**src/include/matchedFilter_defs.svh**
```systemverilog
`ifndef MATCHEDFILTER_DEFS_SVH
`define MATCHEDFILTER_DEFS_SVH

// width of one real sample component.
`define MF_DATA_WIDTH 18

// matched-filter length in complex taps.
`define MF_TAPS 16

// memory layout.
`define MF_ADDR_WIDTH 10
`define MF_COEFF_BASE 0
`define MF_DATA_BASE 64

// hilbert transformer coefficients and output scaling.
`define MF_HT_SHIFT 4
`define MF_HT_C1 10
`define MF_HT_C3 3

// arithmetic right shift applied to every FIR sum.
`define MF_OUT_SHIFT 12

`endif

```
**src/source/mfSamplePkg.sv**
```systemverilog
`include "matchedFilter_defs.svh"

package mfSamplePkg;

	// one signed real sample.
	typedef logic signed [`MF_DATA_WIDTH - 1:0] sampleT;

	// im sits in the upper half so a memory word casts straight onto it.
	typedef struct packed {
		sampleT im;
		sampleT re;
	} complexSampleT;

	// one component of a scaled FIR result.
	typedef logic signed [2 * `MF_DATA_WIDTH - 1:0] wideT;

	typedef struct packed {
		wideT im;
		wideT re;
	} complexResultT;

	// magnitude of a complex result.
	typedef logic [2 * `MF_DATA_WIDTH - 1:0] magnitudeT;

endpackage

```
**src/source/magnitudeEstimator.sv**
```systemverilog
module magnitudeEstimator (
	input logic clock,
	input logic arstN,
	input mfSamplePkg::complexResultT resultIn,
	input logic resultValid,
	output mfSamplePkg::magnitudeT magnitude,
	output logic magnitudeValid
);

	import mfSamplePkg::*;

	magnitudeT absRe;
	magnitudeT absIm;
	magnitudeT larger;
	magnitudeT smaller;

	// negating the most negative value still gives the right unsigned pattern.
	assign absRe = resultIn.re[$bits(wideT) - 1] ? magnitudeT'(-resultIn.re) : magnitudeT'(resultIn.re);
	assign absIm = resultIn.im[$bits(wideT) - 1] ? magnitudeT'(-resultIn.im) : magnitudeT'(resultIn.im);
	assign larger = (absRe > absIm) ? absRe : absIm;
	assign smaller = (absRe > absIm) ? absIm : absRe;

	always_ff @(posedge clock or negedge arstN) begin
		if (!arstN) begin
			magnitude <= '0;
			magnitudeValid <= 1'b0;
		end else begin
			magnitudeValid <= resultValid;
			if (resultValid) begin
				magnitude <= larger + (smaller >> 1);
			end
		end
	end

endmodule

```
**config.mk**
```make
export PLATFORM = sky130hd
export DESIGN_NAME = magnitudeEstimator
export DESIGN_NICKNAME = d
export VERILOG_FILES = /design/src/source/mfSamplePkg.sv /design/src/source/magnitudeEstimator.sv
export VERILOG_INCLUDE_DIRS = /design/src /design/src/include
export SDC_FILE = /design/constraint.sdc
export NUM_CORES = 1
export LEC_CHECK = 0
export ABC_AREA = 1
export BUFFER_PORTS_ARGS = -buffer_cell sky130_fd_sc_hd__clkbuf_2
export CORE_MARGIN = 4
export CORE_UTILIZATION = 52
export DETAILED_ROUTE_END_ITERATION = 10
export PLACE_DENSITY = 0.74
export SYNTH_ARGS = -nofsm -noshare
export SYNTH_HDL_FRONTEND = slang
export SYNTH_SLANG_ARGS = --single-unit
```
**constraint.sdc**
```tcl
create_clock -name clock -period 1.2 [get_ports clock]
set_input_delay 0.18 -clock clock [delete_from_list [all_inputs] [get_ports clock]]
set_output_delay 0.18 -clock clock [all_outputs]
set_load 0.01 [all_outputs]
```
==> impl_metrics.ini, run 1 <==
[synth]
synth_area_um2 = 7300
yosysWarningCount = 0
synthFlopType = dfrtp_1
synth_top_area_share_pct = 18.4
synth_edf_count = 0
synth_cells = 1267
yosysTopAreaCell = nand2_1
synthTopCellsByArea = nand2_1 18%, dfrtp_1 13%, ha_1 13%, nor2_1 8.0%, o21ai_0 7.9%
synth_seq_area_share_pct = 12.7
syn_nets = 1416
synth-async-reset-ratio_pct = 100
synth.avg_cell_area_um2 = 5.77
netlist-cell-type-count = 44
ys_ff_latch = 37

[floorplanning]
rows = 43
initial_core_util_pct = 52.8
io_pins = 112
die_height_um = 127
die_w_um = 127

[placed_design]
dp_slack_ns = -3.72
dp.cells = 1911
gp_congestion = 1.01
io_buffer_count = 111
place_hpwl_mm = 24.1

[clock_network]
htreeDepth = 2
cts.sinks = 37
cts_buffers = 5
cts.path.max_buffers = 2
cts-root-buf = clkbuf_16

[sta]
worst_endpoint = magnitude[30]$_DFFE_PN0P_/D
worst_endpoint_kind = register input

[grt]
grt_max_degree = 45

[status]
outcome = aborted with a tool error
stop_stage = global routing (5_1_grt)
firstError = [ERROR DPL-0038] Utilization greater than 100%, impossible to legalize
synth_stat cells, types with 5 or more instances:
library cell	count
dfrtp_1	37
nor2_2	6
xor2_1	47
inv_1	139
or2_2	9
o21ai_0	116
nand2_1	359
nand3_1	75
xnor2_1	22
nor4_1	5
a31oi_1	8
nor2_1	155
nand3b_1	5
nor3_1	19
buf_2	7
o31ai_1	5
a21oi_1	74
o21a_1	6
ha_1	73
nand4_1	23
o21ai_1	11
a21o_1	7
clkbuf_1	22
metrics by stage:
| step | setup TNS (ns) | cell area, um^2 | util, % |
|---|---|---|---|
| after floorplan | -95.76 | 7720 | - |
| after global placement | -121.11 | 11300 | 81.5 |
| after detailed placement | -125.57 | 11300 | 81.5 |
| after CTS | -110.18 | 12400 | 89.4 |
repair_timing:
item / in CTS
pin swaps: 72
buffers inserted: 36
endpoints found under the setup margin: 36
gates cloned: 6
hold buffers: 1
endpoints found under the hold margin: 37
gates resized for setup: 146
cells by family after synthesis:
logic type / Yosys count / share of synthesized area [%]
xor+xnor: 72 / 8.94
buf+inv: 175 / 9.13
flops: 37 / 12.7
fa+ha+maj: 74 / 12.8
simple gates: 675 / 39.2
compound gates: 234 / 17.3
==> run 2: changes to the inputs <==
- CORE_UTILIZATION: 52 -> 37
- PLACE_DENSITY: 0.74 -> not set
- PLACE_DENSITY_LB_ADDON: not set -> 0.15
==> impl_metrics.ini, run 2 <==
[grt]
grt_pass1_wl_mm = 44.6
gr-total-overflow = 0
use_met3_pct = 1.04
grtUsageMet1_pct = 32.7
grt_max_degree = 45
grt_pass1_vias = 9331
use_met2_pct = 43.4
top_usage_layer = met2
grtUsageTotal_pct = 24.7
antenna_found_initial = 0

[status]
outcome = complete, but fails checks
violations = setup timing

[sta]
fin_hold_ws_ns = 0.233
finalCriticalPeriod_ns = 4.50
finalHoldViolCount = 0
setup_ws_ns = -3.30
slew_violations = 0
fmax_mhz = 222
tightest_slew_ns = 0.573
setup_viol = 36
fin_crit_sh_pct = 375
rsz0062_at_grt = true
relSlewSlack_pct = 61.5
fin_skew_ns = 0
finalSetupTns_ns = -110.92

[critical_path]
end_kind = flop
cpMostUsedCell = nand2_2
critPathLaunchType = primary input
cp_slowest_cell = ha_1
critPathArrivalTime_ns = 4.68
worstPathBufferInverterCount = 7
crit_required_ns = 1.38
critPathKind = primary input to flop
path_max_fanout = 7
cp_top_family = simple AND/OR/NAND/NOR gates
cpPeakStageDelay_ns = 0.31

[synth]
ys_top_cells_by_count = 359 x nand2_1, 155 x nor2_1, 139 x inv_1, 116 x o21ai_0, 75 x nand3_1
synth-async-reset-ratio_pct = 100
yosysTopAreaCell = nand2_1
synthFlopType = dfrtp_1
synth_most_common_cell = nand2_1
synth_seq_area_share_pct = 12.7
synth_top_area_share_pct = 18.4
synth.avg_cell_area_um2 = 5.77
synthTopCellsByArea = nand2_1 18%, dfrtp_1 13%, ha_1 13%, nor2_1 8.0%, o21ai_0 7.9%
syn_nets = 1416
synth_edf_count = 0
netlist-cell-type-count = 44
synth_cells = 1267
ys_ff_latch = 37
synth_area_um2 = 7300
yosysWarningCount = 0

[clock_network]
htreeDepth = 2
cts-root-buf = clkbuf_16
cts_tree = yes
path_clk_slew_ns = 0.06
cts.path.max_buffers = 2
cts.sinks = 37
insertion_delay_ns = 0.29
cts_buffers = 5

[floorplanning]
rows = 51
io_pins = 112
die_height_um = 149
dieArea_um2 = 22100
initial_core_util_pct = 37.5
die_w_um = 149
core_region_area_um2 = 19500

[cells_and_area]
largest_register_ffs = 36
final_common_cell = buf_4
top_regs = magnitude: 36 flops, magnitudeValid: 1 flops
drive_gt1_share_pct = 46.1
layout_common_cells = 401 x buf_4, 308 x nand2_1, 129 x inv_1, 119 x nor2_1, 109 x clkbuf_2
stdcell_area_um2 = 13200
area_growth_syn_to_layout_pct = 80.0
final_util_pct = 67.6
diodes = 0
top_register = magnitude
nets = 1937

[pwr]
clkPwrFrac_pct = 7.9
power_density_nw_per_um2 = 1500
p_seq_share_pct = 11.1
max-vdd-ir-drop_uv = 774
switchingPower_mw = 9.04
pwr-share-comb_pct = 81.0
intPower_mw = 10.6
p_sw_share_pct = 45.9
leakage_nw = 6.62

[routing]
num_vias = 9872
drc = 0
detail-route-antenna-nets = 0
dr.pass1.iters = 7
routed_wl_mm = 29.0
routed_via_density = 4.81
drt-wirelength-per-cell_um = 14.1
drt_iter0_drc = 437

[flow_run]
max_cap_violations = 0

[placed_design]
gp_congestion = 0.944
dpl-instance-area_um2 = 11400
place_hpwl_mm = 23.8
io_buffer_count = 111

[min_path]
hold_path_class = primary input to flop
run 2: cell counts after synthesis:
No cell type changed its count.
run 2: path summary, 6_finish.rpt:
path                               startpoint              to  slack (ns)  cells after the start
worst min register to register  magnitude[21]   magnitude[21]        0.47                      2
worst max register to register  magnitude[28]   magnitude[28]        0.53                      2
worst max-delay path              resultIn[1]   magnitude[21]       -3.30                     32
max in group asynchronous               arstN   magnitude[32]        0.60                      3
worst min-delay path              resultValid  magnitudeValid        0.23                      2
min in group asynchronous               arstN  magnitudeValid        0.40                      3
run 2: logic make-up (layout without fill, tap and decap cells):
| family | count (synthesis) | in the layout | synth area share, % |
|---|---|---|---|
| AOI/OAI and AO/OA | 234 | 234 | 17.3 |
| xor gates and xnor gates | 72 | 72 | 8.94 |
| adders and majority gates | 74 | 74 | 12.8 |
| buffers and inverters | 175 | 697 | 9.13 |
| DFF | 37 | 37 | 12.7 |
| and+or+nand+nor | 675 | 675 | 39.2 |
run 2: power by group through the flow:
stage	sequential [mW]	combinational (mW)	clock [mW]
global placement	2.17	12.3	0
detailed placement	2.19	12.5	0
global route	2.26	17.3	1.63
finish	2.18	15.9	1.56
floorplan	2.46	6.52	0
CTS	2.18	14.3	1.58
run 2: area by class of cell:
cell class,count,area [um^2]
Timing Repair Buffer,544,4110
Fill cell,1730,6310
Clock buffer,6,139
Clock inverter,2,37.5
Tap cell,265,332
Multi-Input combinational cell,1055,7040
Inverter,145,571
Sequential cell,37,926
run 2: through the flow:
stage	power [mW]	cells	setup slack, ns
after floorplan	8.97	1267	-2.87
after global placement	14.5	1997	-3.83
after detailed placement	14.6	1997	-3.87
after CTS	18.1	2037	-3.27
after global routing	21.2	2054	-3.61
final	19.7	2054	-3.30
run 2: worst reg2reg max path, stage by stage (launching register included):
cell     delay [ns]
dfrtp_1        0.40
nor2_1         0.10
a31oi_1        0.05
run 2: what timing repair did:
| action | 4_1_cts | 5_1_grt |
|---|---|---|
| setup endpoints to repair | 36 | 36 |
| hold buffers | 1 | 0 |
| pin swaps | 71 | 66 |
| gates cloned | 2 | 3 |
| buffers inserted | 29 | 14 |
| gates resized for setup | 170 | 128 |
| hold endpoints to repair | 37 | 0 |
run 2: per-layer routing:
| layer | wire length, um | up-vias |
|---|---|---|
| met5 | 0 | - |
| li1 | - | 5192 |
| met4 | 994 | 0 |
| met1 | 13000 | 4380 |
| met3 | 964 | 53 |
| met2 | 14000 | 247 |
(Power assumes the default switching activity.)
==> run 3: changes to the inputs <==
- CORE_UTILIZATION: 37 -> 51
- CTS_CLUSTER_SIZE: not set -> 14
==> impl_metrics.ini, run 3 <==
[status]
outcome = aborted with a tool error
stop_stage = global routing (5_1_grt)
firstError = [ERROR DPL-0038] Utilization greater than 100%, impossible to legalize

[synth]
synth-async-reset-ratio_pct = 100
synthFlopType = dfrtp_1
syn_nets = 1416
ys_ff_latch = 37
synth.avg_cell_area_um2 = 5.77
ys_top_cells_by_count = 359 x nand2_1, 155 x nor2_1, 139 x inv_1, 116 x o21ai_0, 75 x nand3_1
synth_top_area_share_pct = 18.4
synth_seq_area_share_pct = 12.7
synth_cells = 1267
yosysWarningCount = 0
synth_edf_count = 0
synth_most_common_cell = nand2_1
synth_area_um2 = 7300
synthTopCellsByArea = nand2_1 18%, dfrtp_1 13%, ha_1 13%, nor2_1 8.0%, o21ai_0 7.9%
netlist-cell-type-count = 44
yosysTopAreaCell = nand2_1

[floorplanning]
die_w_um = 128
die_height_um = 128
initial_core_util_pct = 52.4
io_pins = 112
rows = 43

[grt]
grt_max_degree = 45

[clock_network]
cts.path.max_buffers = 2
cts-root-buf = clkbuf_16
cts.sinks = 37
cts_buffers = 5
htreeDepth = 2

[placed_design]
io_buffer_count = 111
gp_congestion = 1.04
place_hpwl_mm = 23.7
dp.cells = 1909

[sta]
worst_endpoint_kind = register input
worst_endpoint = magnitude[31]$_DFFE_PN0P_/D
run 3: cell counts after synthesis:
No cell type changed its count.
run 3: kinds of logic after synthesis:
group,after synthesis,share of synthesized area (%)
and+or+nand+nor,675,39.2
AOI/OAI and AO/OA,234,17.3
xor gates and xnor gates,72,8.94
buffers and inverters,175,9.13
adders and majority gates,74,12.8
DFF,37,12.7
run 3: what timing repair did:
item	in CTS
hold buffers	1
pin swaps	82
endpoints found under the hold margin	37
setup endpoints to repair	36
buffers inserted	39
resized for setup	200
cloned	2
run 3: per-stage QoR:
step / area, um^2 / hold WS, ns / setup TNS [ns] / worst slack [ns]
2_1_floorplan: 7720 / -0.116 / -95.76 / -2.87
3_3_place_gp: 11300 / 0.159 / -124.02 / -3.68
3_5_place_dp: 11300 / 0.162 / -129.50 / -3.86
4_1_cts: 12500 / 0.240 / -108.94 / -3.24
