**config.mk**
```make
export PLATFORM = sky130hd
export DESIGN_NAME = memoryReader
export DESIGN_NICKNAME = d
export VERILOG_FILES = /design/src/source/mfMemoryPkg.sv /design/src/source/memoryReader.sv
export VERILOG_INCLUDE_DIRS = /design/src /design/src/include
export SDC_FILE = /design/constraint.sdc
export NUM_CORES = 1
export LEC_CHECK = 0
export ABC_AREA = 0
export BUFFER_PORTS_ARGS = -buffer_cell sky130_fd_sc_hd__buf_4
export CAP_MARGIN = 40
export CORE_MARGIN = 8
export CORE_UTILIZATION = 35
export DETAILED_ROUTE_END_ITERATION = 10
export PLACE_DENSITY_LB_ADDON = 0.1
export SLEW_MARGIN = 20
export SYNTH_ARGS = -nofsm -noshare
export SYNTH_HDL_FRONTEND = slang
export SYNTH_SLANG_ARGS = --single-unit
```
**constraint.sdc**
```tcl
create_clock -name clock -period 2.3 [get_ports clock]
set_input_delay 0.345 -clock clock [delete_from_list [all_inputs] [get_ports clock]]
set_output_delay 0.345 -clock clock [all_outputs]
set_load 0.1 [all_outputs]
```
**src/include/matchedFilter_defs.svh**
```systemverilog
`ifndef MATCHEDFILTER_DEFS_SVH
`define MATCHEDFILTER_DEFS_SVH

// width of one real sample component.
`define MF_DATA_WIDTH 18

// matched-filter length in complex taps.
`define MF_TAPS 16

// memory layout.
`define MF_ADDR_WIDTH 10
`define MF_COEFF_BASE 0
`define MF_DATA_BASE 64

// hilbert transformer coefficients and output scaling.
`define MF_HT_SHIFT 4
`define MF_HT_C1 10
`define MF_HT_C3 3

// arithmetic right shift applied to every FIR sum.
`define MF_OUT_SHIFT 12

`endif

```
**src/source/mfMemoryPkg.sv**
```systemverilog
`include "matchedFilter_defs.svh"

package mfMemoryPkg;

	// coefficients use both halves, data samples only the low half.
	typedef logic [2 * `MF_DATA_WIDTH - 1:0] memWordT;
	typedef logic [`MF_ADDR_WIDTH - 1:0] memAddrT;

	typedef struct packed {
		logic valid;
		memAddrT address;
		memWordT word;
	} hostWriteT;

	typedef struct packed {
		logic valid;
		memAddrT address;
	} readRequestT;

	typedef enum logic [1:0] {
		idle,
		loadCoeff,
		streamData,
		drain
	} sequencerStateT;

endpackage

```
**src/source/memoryReader.sv**
```systemverilog
module memoryReader #(
	parameter type PayloadT = logic
) (
	input logic clock,
	input logic arstN,
	input logic start,
	input mfMemoryPkg::memAddrT baseAddress,
	input mfMemoryPkg::memAddrT length,
	input logic grant,
	input logic returnValid,
	input mfMemoryPkg::memWordT readWord,
	output mfMemoryPkg::readRequestT request,
	output PayloadT payload,
	output logic payloadValid,
	output logic regionDone
);

	import mfMemoryPkg::*;

	memAddrT address;
	memAddrT remaining;
	logic waiting;
	logic lastPayload;

	// one read in flight at a time keeps payloads in address order.
	assign request.valid = (remaining != '0) && !waiting;
	assign request.address = address;

	always_ff @(posedge clock or negedge arstN) begin
		if (!arstN) begin
			address <= '0;
			remaining <= '0;
			waiting <= 1'b0;
			payloadValid <= 1'b0;
			lastPayload <= 1'b0;
			regionDone <= 1'b0;
		end else begin
			payloadValid <= returnValid;
			// nothing left to request means this return is the final word.
			lastPayload <= returnValid && (remaining == '0);
			regionDone <= lastPayload;
			if (start) begin
				address <= baseAddress;
				remaining <= length;
				waiting <= 1'b0;
			end else if (grant) begin
				address <= address + 1'b1;
				remaining <= remaining - 1'b1;
				waiting <= 1'b1;
			end else if (returnValid) begin
				waiting <= 1'b0;
			end
		end
	end

	always_ff @(posedge clock) begin
		if (returnValid) begin
			payload <= PayloadT'(readWord[$bits(PayloadT) - 1:0]);
		end
	end

endmodule

```
==> results.cfg, run 1 <==
[global_route]
first_global_vias = 1199
grt-ovfl-total = 0
antenna_found_initial = 0
grt_start_max_net_pins = 31
gr-usage-all-layers_pct = 11.0
grt_pass1_wl_um = 5440

[timing]
worst_slew_pin_slew_ns = 0.476
max_freq_mhz = 457
hold_viol = 0
min_period_over_period_pct = 95.2
min_period_ns = 2.19
rsz0062_at_grt = false
slew_viol_final = 0
slew_headroom_pct = 67.9
hold_slack_ns = 0.149
setup_viol = 0
clock_skew_ns = 0.00458
setup_tns_ns = 0

[worst_setup_path]
worst-path-max-fanout = 7
worst_path_max_delay_cell = or4_4
cp-end-kind = output port
cp.required_ns = 1.96
worstPathCellList = or4_4 > nor2_1 > a31oi_2 > buf_4
path_class = register to output port
slowest_delay_ns = 0.55
arrival_ns = 1.85
start_kind = register

[detailed_routing]
wl_per_cell_um = 14.2
drc = 0
drt_iter0_drc = 74
ant_nets = 0
drt-pass1-iter-count = 4
vias_per_cell = 5.12
drt-total-wl_um = 3080
via_count = 1112

[placed_design]
dp_hpwl_um = 2180
port-buffer-count = 39
post_dp_cell_area_mm2 = 0.00159
gp_congestion = 0.706

[min_path]
hold_path.class = input pin to register

[clock_tree]
cts_sinks = 25
cts_tree = yes
cts_setup_buffers = 0
cts_max_level = 1
clkTransAtPathRegs_ns = 0.14
insertion_delay_ns = 0.32
root_buffer = clkbuf_4
clockBufferDepth = 2
numCtsBuffers = 3

[cells_and_area]
fin_nets = 233
multi_input_area_um2 = 591
final_cell_area_mm2 = 0.00163
register_area_um2 = 631
fill_cells = 345
diodes = 0
layout-drive-gt1-share_pct = 27.8
syn_to_final_growth_pct = 29.3

[outcome]
status = complete, no violations

[synth]
ys_types = 34
syn_area_mm2 = 0.00126
syn_area_per_cell_um2 = 9.63
ys_dominant_reg_cell = dfrtp_1
ys_seq_area_share_pct = 50.0
synth_edf_count = 1
yosysWarnings = 0
synth-seq-cells = 25
async_flop_share_pct = 96.0
synthCells = 131
syn_nets = 194

[power_and_ir_drop]
power.leakage_nw = 0.711
p_per_area_mw_per_mm2 = 676
ir_drop_v = 0.000287

[floorplanning]
io_pins = 75
dieArea_mm2 = 0.00578
rows = 22
die_h_um = 76.0
start_util_pct = 35.5
die_w_um = 76.0
coreArea_mm2 = 0.00355

[run]
max_cap_viol_count = 0
-- sequential cells by signal (all words and copies together), names as in the netlist --
name and cells:
address 10, lastPayload 1, payload 1, payloadValid 1, regionDone 1, remaining 10
waiting 1
-- power by group --
part	internal [W]	switching (W)	leakage, nW
sequential	0.000483	0.0000494	0.298
combinational	0.000107	0.000257	0.395
clock	0.0000651	0.000140	0.0177
total	0.000656	0.000446	0.711
-- final timing paths --
kind / start / endpoint / slack, ns / cells after the start
max: remaining[6] / request[10] / 0.11 / 4
max reg2reg: remaining[5] / remaining[7] / 0.55 / 3
min reg2reg: lastPayload / regionDone / 0.37 / 0
max in group asynchronous: arstN / waiting / 1.62 / 2
min in group asynchronous: arstN / address[6] / 0.44 / 2
min: returnValid / payloadValid / 0.15 / 1
-- through the flow --
step	power (W)	utilization [%]	setup slack [ns]	std cells
global placement	0.000901	44.9	0.480	212
finish	0.00110	45.9	0.110	217
floorplan	0.000796	-	0.114	131
detailed placement	0.000906	44.9	0.489	212
global route	0.00116	45.9	0.0145	217
CTS	0.00112	45.9	0.0922	217
-- worst max-delay path, delay by kind of cell, from the launching register on --
family          cells  cell delay (ns)
compound gates      1             0.10
buf+inv             1             0.24
flops               1             0.47
simple gates        2             0.71
-- logic make-up after synthesis --
group,after synthesis,share of synthesized area (%)
compound gates,30,15.3
xor+xnor,7,4.86
fa+ha+maj,2,1.98
buf+inv,11,3.67
flops,25,50.0
mux,1,0.794
simple gates,55,23.4
-- synth_stat cells, types with 3 or more instances --
cell type / n / share of area [%]
dfrtp_1: 24 / 48
nand2_1: 20 / 6.0
o21ai_1: 10 / 4.0
nor2_1: 9 / 2.7
or4_1: 8 / 4.8
a31oi_1: 7 / 3.5
inv_1: 4 / 1.2
nand3_1: 4 / 1.6
nand4_1: 4 / 2.0
o211ai_1: 4 / 2.4
o31ai_1: 4 / 2.4
xor2_1: 4 / 2.8
clkbuf_1: 3 / 0.89
xnor2_1: 3 / 2.1
-- cell type report --
type | count | area share, %
tap | 48 | 3.68
timing repair buffer | 40 | 18.6
inverter | 5 | 1.15
clock inverter | 1 | 0.307
sequential | 25 | 38.7
clock buffer | 3 | 1.38
multi-input combinational | 95 | 36.2
-- cell usage in the layout (no fill, tap or decap), types with 2 or more instances in the layout --
cell type,instances
o31ai_1,4
or3_1,2
nand2_1,20
xnor2_1,3
or4_1,8
or4_4,2
buf_4,39
inv_1,4
clkbuf_4,3
nand4_1,4
o21ai_1,10
a31oi_1,6
xor2_1,4
o211ai_1,4
ha_1,2
nand3_1,4
dfrtp_1,24
nor2_1,9
-- repair_timing --
item / in CTS / in global routing
hold endpoints to repair: 24 / 0
hold buffers: 1 / 0
gates resized for setup: 0 / 0
-- metal layers --
| layer | track usage [%] | wire length, um | vias to the layer above |
|---|---|---|---|
| li1 | - | - | 559 |
| met1 | 13.6 | 1510 | 530 |
| met2 | 18.1 | 1420 | 21 |
| met3 | 2.83 | 138 | 2 |
| met4 | 3.73 | 19 | 0 |
| met5 | 0 | 0 | - |
(Power assumes the default switching activity.)
==> run 2: changes to the inputs <==
Settings changed: SETUP_SLACK_MARGIN set to 0.05.
Clock period 2.3 ns to 1.9 ns, I/O delays scaled along.
==> results.cfg, run 2 (same netlist as run 1, synthesis figures left out) <==
[outcome]
status = complete, but fails checks
violations = setup timing

[timing]
setup_slack_ns = -0.0742
clock_skew_ns = 0.0102
hold_viol = 0
min_period_ns = 1.97
slew_headroom_pct = 68.7
slew_viol_final = 0
setup_viol = 2
rsz0062_at_grt = true
setup_tns_ns = -0.0943
worst_slew_pin_slew_ns = 0.463
min_period_over_period_pct = 104
max_freq_mhz = 507

[power_and_ir_drop]
p_per_area_mw_per_mm2 = 791
ir_drop_v = 0.000364
p_int_w = 0.000815
comb_power_share_pct = 34.6
switching_share_pct = 40.0
seqPwrFrac_pct = 47.3
switchingPower_w = 0.000544
power.leakage_nw = 0.730
clkPwrFrac_pct = 18.1

[detailed_routing]
vias_per_cell = 5.12
via_count = 1137
drt-total-wl_um = 3120
drc = 0
drt_iter0_drc = 54
ant_nets = 0
wl_per_cell_um = 14.0
drt-pass1-iter-count = 4

[cells_and_area]
final_common_cell = buf_4
diodes = 0
fin_nets = 238
stdcell_count = 222
layout-drive-gt1-share_pct = 36.2
fill_cells = 360
layout_common_cells = buf_4 (42), nand2_1 (20), dfrtp_1 (17)
reg_top3 = address: 10 flops, remaining: 10 flops
multi_input_area_um2 = 622
register_area_um2 = 639
syn_to_final_growth_pct = 36.2
final_cell_area_mm2 = 0.00172

[clock_tree]
clockBufferDepth = 2
cts_max_level = 1
root_buffer = clkbuf_4
cts_tree = yes
cts_sinks = 25
numCtsBuffers = 3
clkTransAtPathRegs_ns = 0.15
insertion_delay_ns = 0.32

[global_route]
antenna_found_initial = 0
gr-usage-all-layers_pct = 11.0
grt_start_max_net_pins = 31
first_global_vias = 1271
grt_pass1_wl_um = 5490
grt-ovfl-total = 0

[worst_setup_path]
path_class = register to output port
worst-path-max-fanout = 2
rrSetupSlack_ns = -0.02
cp.required_ns = 1.62
worst-path-buf-inv = 1
cp-end-kind = output port
worstPathCellList = or4_4 > nor2_4 > a31oi_2 > buf_6
arrival_ns = 1.69
worst_path_max_delay_cell = or4_4
slowest_delay_ns = 0.56
cp_top_family = simple AND/OR/NAND/NOR gates
start_kind = register

[floorplanning]
dieArea_mm2 = 0.00578
die_w_um = 76.0
die_h_um = 76.0
rows = 22
io_pins = 75
start_util_pct = 35.5
coreArea_mm2 = 0.00355

[placed_design]
port-buffer-count = 39
dp.cells = 213
gp_congestion = 0.743
post_dp_cell_area_mm2 = 0.00161
dp_hpwl_um = 2240
pre_cts_ws_ns = 0.142

[min_path]
hold_path.class = input pin to register

[run]
max_cap_viol_count = 0
run 2: routing by layer:
metal  share of wire, %  GRT usage [%]  vias up  wire length [um]
met3                3.7           2.71        2               116
met5                  0              0        -                 0
met4               0.51           2.75        0                16
met1                 46           12.7      540              1440
met2                 50           19.5       20              1540
li1                   -              -      575                 -
run 2: final timing paths:
| path | startpoint | to | depth (start not counted) |
|---|---|---|---|
| max | remaining[6] | request[10] | 4 |
| min | returnValid | payloadValid | 1 |
| max reg2reg | remaining[6] | remaining[9] | 5 |
| min reg2reg | lastPayload | regionDone | 0 |
| max in group asynchronous | arstN | address[6] | 2 |
| min in group asynchronous | arstN | remaining[9] | 2 |
run 2: power groups by stage:
| stage | Combinational [W] | Clock [W] | Sequential, W |
|---|---|---|---|
| after CTS | 0.000467 | 0.000262 | 0.000643 |
| after global placement | 0.000444 | 0 | 0.000653 |
| after detailed placement | 0.000451 | 0 | 0.000655 |
| final | 0.000471 | 0.000245 | 0.000643 |
| after floorplan | 0.000136 | 0 | 0.000832 |
| after global routing | 0.000507 | 0.000276 | 0.000652 |
run 2: stage by stage:
stage | total power (W) | hold WS, ns | utilization, %
after floorplan | 0.000968 | -0.0106 | -
after global placement | 0.00110 | 0.210 | 45.3
after detailed placement | 0.00111 | 0.207 | 45.3
after CTS | 0.00137 | 0.0737 | 47.4
after global routing | 0.00144 | 0.0693 | 48.4
final | 0.00136 | 0.0877 | 48.4
run 2: timing repair:
action / CTS / global route
setup buffers: 3 / 1
hold buffers: 1 / 0
endpoints found under the setup margin: 1 / 3
resized for setup: 3 / 4
pin swaps: 1 / 3
endpoints found under the hold margin: 24 / 0
run 2: cell type report:
| class | count | area share [%] |
|---|---|---|
| clock buffers | 3 | 1.31 |
| flip-flops and latches | 25 | 37.2 |
| multi-input cells | 95 | 36.2 |
| clock inverters | 1 | 0.437 |
| repair buffers | 45 | 20.2 |
| inverters | 5 | 1.09 |
| well taps | 48 | 3.50 |
run 2: worst register-to-register path: stages, from the launching register on:
cell and delay [ns]:
dfrtp_1 0.41, or4_4 0.56, buf_4 0.16, buf_6 0.10, or4_4 0.48, a31oi_4 0.16
