File: config.mk
export PLATFORM = sky130hd
export DESIGN_NAME = memoryArbiter
export DESIGN_NICKNAME = d
export VERILOG_FILES = /design/src/source/mfMemoryPkg.sv /design/src/source/memoryArbiter.sv
export VERILOG_INCLUDE_DIRS = /design/src /design/src/include
export SDC_FILE = /design/constraint.sdc
export NUM_CORES = 1
export LEC_CHECK = 0
export BUFFER_PORTS_ARGS = -buffer_cell sky130_fd_sc_hd__buf_4
export CORE_ASPECT_RATIO = 1.75
export CORE_UTILIZATION = 24
export CTS_CLUSTER_SIZE = 30
export DETAILED_ROUTE_END_ITERATION = 8
export GPL_TIMING_DRIVEN = 0
export PLACE_DENSITY = 0.79
export SLEW_MARGIN = 20
export SYNTH_ARGS = -nofsm -noshare
export SYNTH_HDL_FRONTEND = slang
export SYNTH_SLANG_ARGS = --single-unit
File: constraint.sdc
create_clock -name clock -period 1.7 [get_ports clock]
set_input_delay 0.255 -clock clock [delete_from_list [all_inputs] [get_ports clock]]
set_output_delay 0.255 -clock clock [all_outputs]
set_load 0.05 [all_outputs]
File: src/include/matchedFilter_defs.svh
`ifndef MATCHEDFILTER_DEFS_SVH
`define MATCHEDFILTER_DEFS_SVH

// width of one real sample component.
`define MF_DATA_WIDTH 18

// matched-filter length in complex taps.
`define MF_TAPS 16

// memory layout.
`define MF_ADDR_WIDTH 10
`define MF_COEFF_BASE 0
`define MF_DATA_BASE 64

// hilbert transformer coefficients and output scaling.
`define MF_HT_SHIFT 4
`define MF_HT_C1 10
`define MF_HT_C3 3

// arithmetic right shift applied to every FIR sum.
`define MF_OUT_SHIFT 12

`endif

File: src/source/mfMemoryPkg.sv
`include "matchedFilter_defs.svh"

package mfMemoryPkg;

	// coefficients use both halves, data samples only the low half.
	typedef logic [2 * `MF_DATA_WIDTH - 1:0] memWordT;
	typedef logic [`MF_ADDR_WIDTH - 1:0] memAddrT;

	typedef struct packed {
		logic valid;
		memAddrT address;
		memWordT word;
	} hostWriteT;

	typedef struct packed {
		logic valid;
		memAddrT address;
	} readRequestT;

	typedef enum logic [1:0] {
		idle,
		loadCoeff,
		streamData,
		drain
	} sequencerStateT;

endpackage

File: src/source/memoryArbiter.sv
module memoryArbiter (
	input logic clock,
	input logic arstN,
	input mfMemoryPkg::hostWriteT hostWrite,
	input mfMemoryPkg::readRequestT coeffRequest,
	input mfMemoryPkg::readRequestT dataRequest,
	output logic hostGrant,
	output logic coeffGrant,
	output logic dataGrant,
	output logic coeffReturnValid,
	output logic dataReturnValid,
	output logic memWriteEnable,
	output mfMemoryPkg::memAddrT memAddress,
	output mfMemoryPkg::memWordT memWriteWord
);

	import mfMemoryPkg::*;

	// set when the data reader had the last read slot.
	logic dataServedLast;

	// host always wins, readers take turns when both ask.
	always_comb begin
		hostGrant = hostWrite.valid;
		coeffGrant = 1'b0;
		dataGrant = 1'b0;
		if (!hostWrite.valid) begin
			if (coeffRequest.valid && dataRequest.valid) begin
				coeffGrant = dataServedLast;
				dataGrant = !dataServedLast;
			end else begin
				coeffGrant = coeffRequest.valid;
				dataGrant = dataRequest.valid;
			end
		end
	end

	assign memWriteEnable = hostGrant;
	assign memWriteWord = hostWrite.word;

	always_comb begin
		if (hostGrant) begin
			memAddress = hostWrite.address;
		end else if (coeffGrant) begin
			memAddress = coeffRequest.address;
		end else begin
			memAddress = dataRequest.address;
		end
	end

	// the memory answers one cycle later, so the grant is echoed as a return strobe.
	always_ff @(posedge clock or negedge arstN) begin
		if (!arstN) begin
			dataServedLast <= 1'b0;
			coeffReturnValid <= 1'b0;
			dataReturnValid <= 1'b0;
		end else begin
			coeffReturnValid <= coeffGrant;
			dataReturnValid <= dataGrant;
			if (coeffGrant) begin
				dataServedLast <= 1'b0;
			end else if (dataGrant) begin
				dataServedLast <= 1'b1;
			end
		end
	end

endmodule

==> out/qor.json, run 1 <==
{
  "sta": {
    "fmax_mhz": 577,
    "finalMaxSlewViolations": 0,
    "period_needed_ns": 1.73,
    "timing.clock.skew_ns": 0.00238,
    "timing.final.hold_violations": 0,
    "tcrit_tclk_final": 1.02,
    "worst_setup_slack_after_layout_ns": -0.0321,
    "setup_viol": 10,
    "timing.slew.headroom": 0.774,
    "fin_tns_setup_ns": -0.233,
    "worst_pin_slew_ns": 0.338,
    "setup_repair_after_global_routing_missed_its_margin": "yes"
  },
  "power": {
    "vdd_drop_max_mv": 0.357,
    "power_density_nw_per_um2": 668,
    "leakage_power_nw": 0.792
  },
  "finish": {
    "number_of_diodes": 0,
    "final_layout_size_suffix_gt1_frac": 0.806,
    "final-instance-count-excl-fill": 190,
    "area.growth.synth_to_final_pct": 133,
    "layout.filler_cells": 205,
    "final_core_util": 0.604,
    "post_layout_instance_area_sq_um": 1410,
    "finalNetCount": 237
  },
  "status": {
    "violations": "negative setup slack",
    "outcome": "finished with violations"
  },
  "hold_path": {
    "hold_path.class": "in2reg",
    "source_of_the_worst_hold_timing_path": "coeffRequest[10]",
    "holdPathStages": 2,
    "holdPathEnd": "dataReturnValid$_DFF_PN0_"
  },
  "setup_path": {
    "critical-path-max-stage-delay_ns": 0.41,
    "crit_path_top_delay_cell": "sky130_fd_sc_hd__dfrtp_1",
    "cp_cell_sequence": "nor2b_4, nor3_4, buf_6, a221o_1, buf_6",
    "r2r_cells": 4,
    "timing.rr.start": "dataServedLast$_DFFE_PN0P_",
    "crit_family": "flip-flops",
    "crit_path_start_kind": "flop",
    "critical_path.reg2reg.endpoint": "coeffReturnValid$_DFF_PN0_",
    "worst-setup-path-type": "reg2out",
    "critical_path.endpoint_type": "primary output",
    "critical_path_arrival_ns": 1.48,
    "cp_data_required_time_ns": 1.44,
    "worstPathBufferInverterCount": 2,
    "critical_path.most_common_cell": "sky130_fd_sc_hd__buf_6",
    "timing.reg2reg.setup_slack_ns": 0.66,
    "crit_path_max_fanout": 5
  },
  "global_routing": {
    "grt.met2_usage": 0.357,
    "globalRouteMet3Util": 0.0844,
    "antenna_found_initial": 0,
    "global_route.usage.met1": 0.130,
    "grt_pass1_vias": 839,
    "grt-busiest-layer": "met2",
    "global_route.usage.total": 0.181,
    "grt_start_max_net_pins": 11,
    "globalRoute.totalOverflow": 0,
    "grt_first_pass_wirelength_microns": 3330
  },
  "drt": {
    "route.antenna.remaining_nets": 0,
    "routed-via-count": 863,
    "first_iter_violations": 2,
    "via_per_inst": 4.54,
    "detailedRoute.firstPassIterationCount": 2,
    "detail_route.wl_per_cell_microns": 13.5,
    "number_of_drc_violations_after_detailed_routing": 0,
    "route.final.wire_length_microns": 2560
  },
  "die": {
    "core_area_sq_um": 2330,
    "ios": 123,
    "dieWidth_microns": 39.9,
    "floorplan.die.height_microns": 68.4,
    "floorplan.die_area_sq_um": 2730,
    "cell_rows": 23,
    "initial_utilization": 0.259
  },
  "yosys": {
    "synth_top_cell_area_share": 0.472,
    "post_synthesis_xor_xnor_area_fraction": 0,
    "combinational_family_with_the_most_area_after_synthesis": "buffers and inverters",
    "synth_cells": 72,
    "synthesis.area_sq_um": 604,
    "synthTopCellsByArea": "sky130_fd_sc_hd__buf_4 47%, sky130_fd_sc_hd__a221o_1 17%, sky130_fd_sc_hd__dfrtp_1 12%",
    "yosys-mux-area-fraction": 0,
    "yosysTopAreaCell": "sky130_fd_sc_hd__buf_4",
    "post_synth_fa_ha_maj_area_fraction": 0,
    "syn-mean-instance-area_sq_um": 8.39,
    "yosysSeqAreaShare": 0.124,
    "synth_compound_gate_area_share": 0.207,
    "syn_warnings": 0,
    "ys_types": 13,
    "post_syn_nets": 143,
    "yosys.area_share.simple": 0.147,
    "yosys_register_bits": 3
  },
  "clock_tree": {
    "clk_root_buffer_cell": "sky130_fd_sc_hd__clkbuf_8",
    "tritoncts_clock_tree": "done",
    "maximum_level_of_the_cts_h_tree": 1,
    "clkTransAtPathRegs_ns": 0.03,
    "clock_latency_ns": 0.21,
    "total_clock_sinks": 3,
    "cts_buffer_depth": 2,
    "tritoncts.num_buffers": 3
  },
  "placed_design": {
    "detailed_place_hpwl_microns": 2150,
    "portBuffers": 86,
    "post_dp_cell_area_sq_um": 1280,
    "placed_cells": 183,
    "globalplace.congestion": 0.762
  },
  "flow_run": {
    "maxCapViolations": 0
  }
}
## routing by layer
layer	up-vias	wire length [microns]
met5	-	0
met4	0	19
met3	2	534
met2	96	1390
met1	371	624
li1	394	-
## where the power goes
group | total, W | leakage, nW | switching (W) | internal (W)
clock network | 0.000207 | 0.0228 | 0.0000472 | 0.000160
logic | 0.000646 | 0.731 | 0.000380 | 0.000266
registers | 0.0000870 | 0.0385 | 0.00000720 | 0.0000798
total | 0.000940 | 0.792 | 0.000434 | 0.000506
## area by class of cell
class | instances | area (sq um) | share of cell area
timing repair buffer | 89 | 716 | 0.508
inverter | 1 | 3.75 | 0.00267
clock buffer | 4 | 45.0 | 0.0320
sequential | 3 | 75.1 | 0.0533
buffer | 41 | 312 | 0.221
multi-input combinational | 27 | 225 | 0.160
tap | 25 | 31.3 | 0.0222
## worst register-to-register path, delay by kind of cell (launching register included)
| kind | cells | cell delay [ns] |
|---|---|---|
| simple gates | 2 | 0.30 |
| flops | 1 | 0.40 |
| buf+inv | 2 | 0.27 |
## cell usage after synthesis
cell type                  instances
sky130_fd_sc_hd__o21ba_1           1
sky130_fd_sc_hd__dfrtp_1           3
sky130_fd_sc_hd__inv_1             1
sky130_fd_sc_hd__nor3_2            1
sky130_fd_sc_hd__o21ai_0           2
sky130_fd_sc_hd__a221o_1          10
sky130_fd_sc_hd__clkbuf_1          1
sky130_fd_sc_hd__nor2b_2           1
sky130_fd_sc_hd__and2_1           10
sky130_fd_sc_hd__or2b_1            1
sky130_fd_sc_hd__buf_6             2
sky130_fd_sc_hd__buf_4            38
sky130_fd_sc_hd__a21oi_1           1
## logic make-up (layout without fill, tap and decap cells)
group / Yosys count / count (layout)
DFF: 3 / 3
AOI/OAI and AO/OA: 14 / 14
buffers and inverters: 42 / 135
and+or+nand+nor: 13 / 13
## how the worst max path moves through the flow
stage	slack, ns	end	from	cells after the start
floorplan	0.02	dataGrant	hostWrite[46]	3
global placement	0.13	memAddress[0]	dataRequest[10]	6
detailed placement	0.11	memAddress[3]	dataRequest[10]	6
CTS	-0.05	memAddress[3]	dataServedLast$_DFFE_PN0P_	5
global route	-0.09	memAddress[2]	dataServedLast$_DFFE_PN0P_	5
finish	-0.03	memAddress[3]	dataServedLast$_DFFE_PN0P_	5
## sequential cells by signal, summed over array words and instances (netlist names)
| name | cells |
|---|---|
| dataReturnValid | 1 |
| coeffReturnValid | 1 |
| dataServedLast | 1 |
## metrics by stage
step | power (W) | setup WS [ns] | hold slack (ns)
floorplan | 0.000507 | 0.0229 | -0.0406
global placement | 0.000695 | 0.128 | 0.0451
detailed placement | 0.000701 | 0.113 | 0.0474
CTS | 0.000948 | -0.0484 | 0.237
global route | 0.000981 | -0.0914 | 0.259
finish | 0.000940 | -0.0321 | 0.248
## cells in the final DEF (no fill, tap or decap)
cell and n:
sky130_fd_sc_hd__buf_4 114, sky130_fd_sc_hd__clkbuf_8 3, sky130_fd_sc_hd__buf_6 14, sky130_fd_sc_hd__dlygate4sd3_1 1, sky130_fd_sc_hd__or2b_1 1, sky130_fd_sc_hd__o21ba_1 1
sky130_fd_sc_hd__a21oi_1 1, sky130_fd_sc_hd__nor3_4 1, sky130_fd_sc_hd__nor2b_4 1, sky130_fd_sc_hd__and2_1 10, sky130_fd_sc_hd__a221o_1 10, sky130_fd_sc_hd__dfrtp_1 3
sky130_fd_sc_hd__clkbuf_1 2, sky130_fd_sc_hd__o21ai_0 2, sky130_fd_sc_hd__inv_1 1
## repair_timing
action | 4_1_cts | 5_1_grt
pin swaps | 10 | 0
hold endpoints to repair | 3 | 0
cloned | 1 | 0
endpoints found under the setup margin | 10 | 11
hold buffers | 1 | 0
gates resized for setup | 14 | 1
setup buffers | 1 | 0
(Power assumes the default switching activity.)
==> run 2: changes to the inputs <==
--- a/config.mk
+++ b/config.mk
@@ -9,6 +9,7 @@
 export BUFFER_PORTS_ARGS = -buffer_cell sky130_fd_sc_hd__buf_4
 export CORE_ASPECT_RATIO = 1.75
 export CORE_UTILIZATION = 24
+export CTS_BUF_LIST = sky130_fd_sc_hd__clkbuf_16
 export CTS_CLUSTER_SIZE = 30
 export DETAILED_ROUTE_END_ITERATION = 8
 export GPL_TIMING_DRIVEN = 0
==> out/qor.json, run 2 (synthesis gave the netlist of run 1 again) <==
{
  "power": {
    "vdd_drop_max_mv": 0.463,
    "power_density_nw_per_um2": 767,
    "power_w": 0.00111,
    "leakage_power_nw": 0.816
  },
  "drt": {
    "number_of_drc_violations_after_detailed_routing": 0,
    "route.final.wire_length_microns": 2620,
    "route.antenna.remaining_nets": 0,
    "detailedRoute.firstPassIterationCount": 2,
    "detail_route.wl_per_cell_microns": 13.7,
    "first_iter_violations": 4,
    "via_per_inst": 4.56,
    "routed-via-count": 871
  },
  "sta": {
    "tcrit_tclk_final": 1.01,
    "worst_setup_slack_after_layout_ns": -0.0242,
    "fmax_mhz": 580,
    "finalMaxSlewViolations": 0,
    "worst_pin_slew_ns": 0.354,
    "timing.slew.headroom": 0.764,
    "setup_repair_after_global_routing_missed_its_margin": "yes",
    "period_needed_ns": 1.72,
    "timing.clock.skew_ns": 0.000740,
    "timing.final.hold_violations": 0,
    "setup_viol": 9
  },
  "global_routing": {
    "global_route.usage.total": 0.185,
    "grt.met2_usage": 0.367,
    "globalRoute.totalOverflow": 0,
    "grt_start_max_net_pins": 11,
    "grt-busiest-layer": "met2",
    "grt_first_pass_wirelength_microns": 3400,
    "antenna_found_initial": 0,
    "grt_pass1_vias": 844,
    "global_route.usage.met1": 0.132,
    "globalRouteMet3Util": 0.0844
  },
  "placed_design": {
    "post_dp_cell_area_sq_um": 1280,
    "globalplace.congestion": 0.762,
    "detailed_place_hpwl_microns": 2150,
    "post-place-ws_ns": 0.113,
    "placed_cells": 183,
    "portBuffers": 86
  },
  "die": {
    "cell_rows": 23,
    "floorplan.die.height_microns": 68.4,
    "dieWidth_microns": 39.9,
    "ios": 123,
    "floorplan.die_area_sq_um": 2730,
    "initial_utilization": 0.259,
    "core_area_sq_um": 2330
  },
  "finish": {
    "mostFrequentLayoutCells": "116 x sky130_fd_sc_hd__buf_4, 13 x sky130_fd_sc_hd__buf_6, 10 x sky130_fd_sc_hd__and2_1, 10 x sky130_fd_sc_hd__a221o_1",
    "largest_registers": "coeffReturnValid (1), dataReturnValid (1), dataServedLast (1)",
    "finalNetCount": 238,
    "number_of_diodes": 0,
    "post_layout_instance_area_sq_um": 1450,
    "final_core_util": 0.620,
    "final_layout_size_suffix_gt1_frac": 0.807,
    "final-instance-count-excl-fill": 191,
    "area.growth.synth_to_final_pct": 139,
    "layout.filler_cells": 196,
    "layout_commonest_cell": "sky130_fd_sc_hd__buf_4"
  },
  "setup_path": {
    "cp_data_required_time_ns": 1.44,
    "critical-path-max-stage-delay_ns": 0.40,
    "timing.rr.start": "dataServedLast$_DFFE_PN0P_",
    "r2r_cells": 4,
    "critical_path.most_common_cell": "sky130_fd_sc_hd__buf_6",
    "crit_path_top_delay_cell": "sky130_fd_sc_hd__dfrtp_1",
    "cp_cell_sequence": "nor2b_4, nor3_4, buf_6, a221o_1, buf_6",
    "critical_path_arrival_ns": 1.47,
    "crit_path_start_kind": "flop",
    "worstPathBufferInverterCount": 2,
    "crit_family": "flip-flops",
    "worst-setup-path-type": "reg2out",
    "timing.reg2reg.setup_slack_ns": 0.69,
    "critical_path.endpoint_type": "primary output",
    "crit_path_max_fanout": 5,
    "critical_path.reg2reg.endpoint": "coeffReturnValid$_DFF_PN0_"
  },
  "hold_path": {
    "source_of_the_worst_hold_timing_path": "coeffRequest[10]",
    "holdPathStages": 2,
    "hold_path.class": "in2reg",
    "holdPathEnd": "dataReturnValid$_DFF_PN0_"
  },
  "clock_tree": {
    "tritoncts_clock_tree": "done",
    "tritoncts.num_buffers": 3,
    "clock_latency_ns": 0.22,
    "maximum_level_of_the_cts_h_tree": 1,
    "clkTransAtPathRegs_ns": 0.03,
    "total_clock_sinks": 3,
    "cts_buffer_depth": 2,
    "clk_root_buffer_cell": "sky130_fd_sc_hd__clkbuf_16"
  },
  "flow_run": {
    "maxCapViolations": 0
  },
  "status": {
    "outcome": "finished with violations",
    "violations": "negative setup slack"
  }
}
run 2: cell count changes in the layout (fill, tap and decap cells not counted), sizes merged:
cell | before | now
clkbuf | 5 | 4
inv | 1 | 2
buf | 128 | 129
run 2: worst max-delay path by stage:
stage / startpoint / to / slack [ns] / cells past startpoint
global placement: dataRequest[10] / memAddress[0] / 0.13 / 6
floorplan: hostWrite[46] / dataGrant / 0.02 / 3
CTS: dataServedLast$_DFFE_PN0P_ / memAddress[3] / -0.03 / 5
finish: dataServedLast$_DFFE_PN0P_ / memAddress[3] / -0.02 / 5
detailed placement: dataRequest[10] / memAddress[3] / 0.11 / 6
global route: dataServedLast$_DFFE_PN0P_ / memAddress[2] / -0.08 / 5
run 2: report_power, final:
part           internal [W]  leakage [nW]  switching [W]
Combinational      0.000270         0.735       0.000383
Sequential        0.0000798        0.0385     0.00000616
Clock              0.000303        0.0423      0.0000652
Total              0.000654         0.816       0.000455
run 2: metrics by stage:
step | hold WS (ns) | TNS, ns
3_3_place_gp | 0.0451 | 0
3_5_place_dp | 0.0474 | 0
4_1_cts | 0.239 | -0.169
6_report | 0.240 | -0.147
5_1_grt | 0.252 | -0.671
2_1_floorplan | -0.0406 | 0
run 2: cell type report:
class,instances,area (sq um),area share
multi-input combinational,27,225,0.156
timing repair buffer,90,719,0.498
clock inverter,1,3.75,0.00260
tap,25,31.3,0.0216
buffer,41,312,0.216
clock buffer,3,75.1,0.0519
inverter,1,3.75,0.00260
sequential,3,75.1,0.0519
run 2: repair_timing:
| item | CTS | global route |
|---|---|---|
| buffers inserted | 2 | 0 |
| hold buffers | 1 | 0 |
| hold endpoints to repair | 3 | 0 |
| pin swaps | 10 | 0 |
| setup endpoints to repair | 10 | 10 |
| gates cloned | 1 | 0 |
| gates resized for setup | 14 | 0 |
run 2: worst register-to-register path: cells and delay by family, from the launching register on:
kind          cells  cell delay [ns]
simple gates      2             0.30
buf+inv           2             0.27
flops             1             0.39
run 2: routing by layer:
layer  part of all wire  vias to the layer above
met2               0.55                       96
li1                   -                      397
met4             0.0072                        0
met5                  0                        -
met1               0.24                      376
met3               0.20                        2
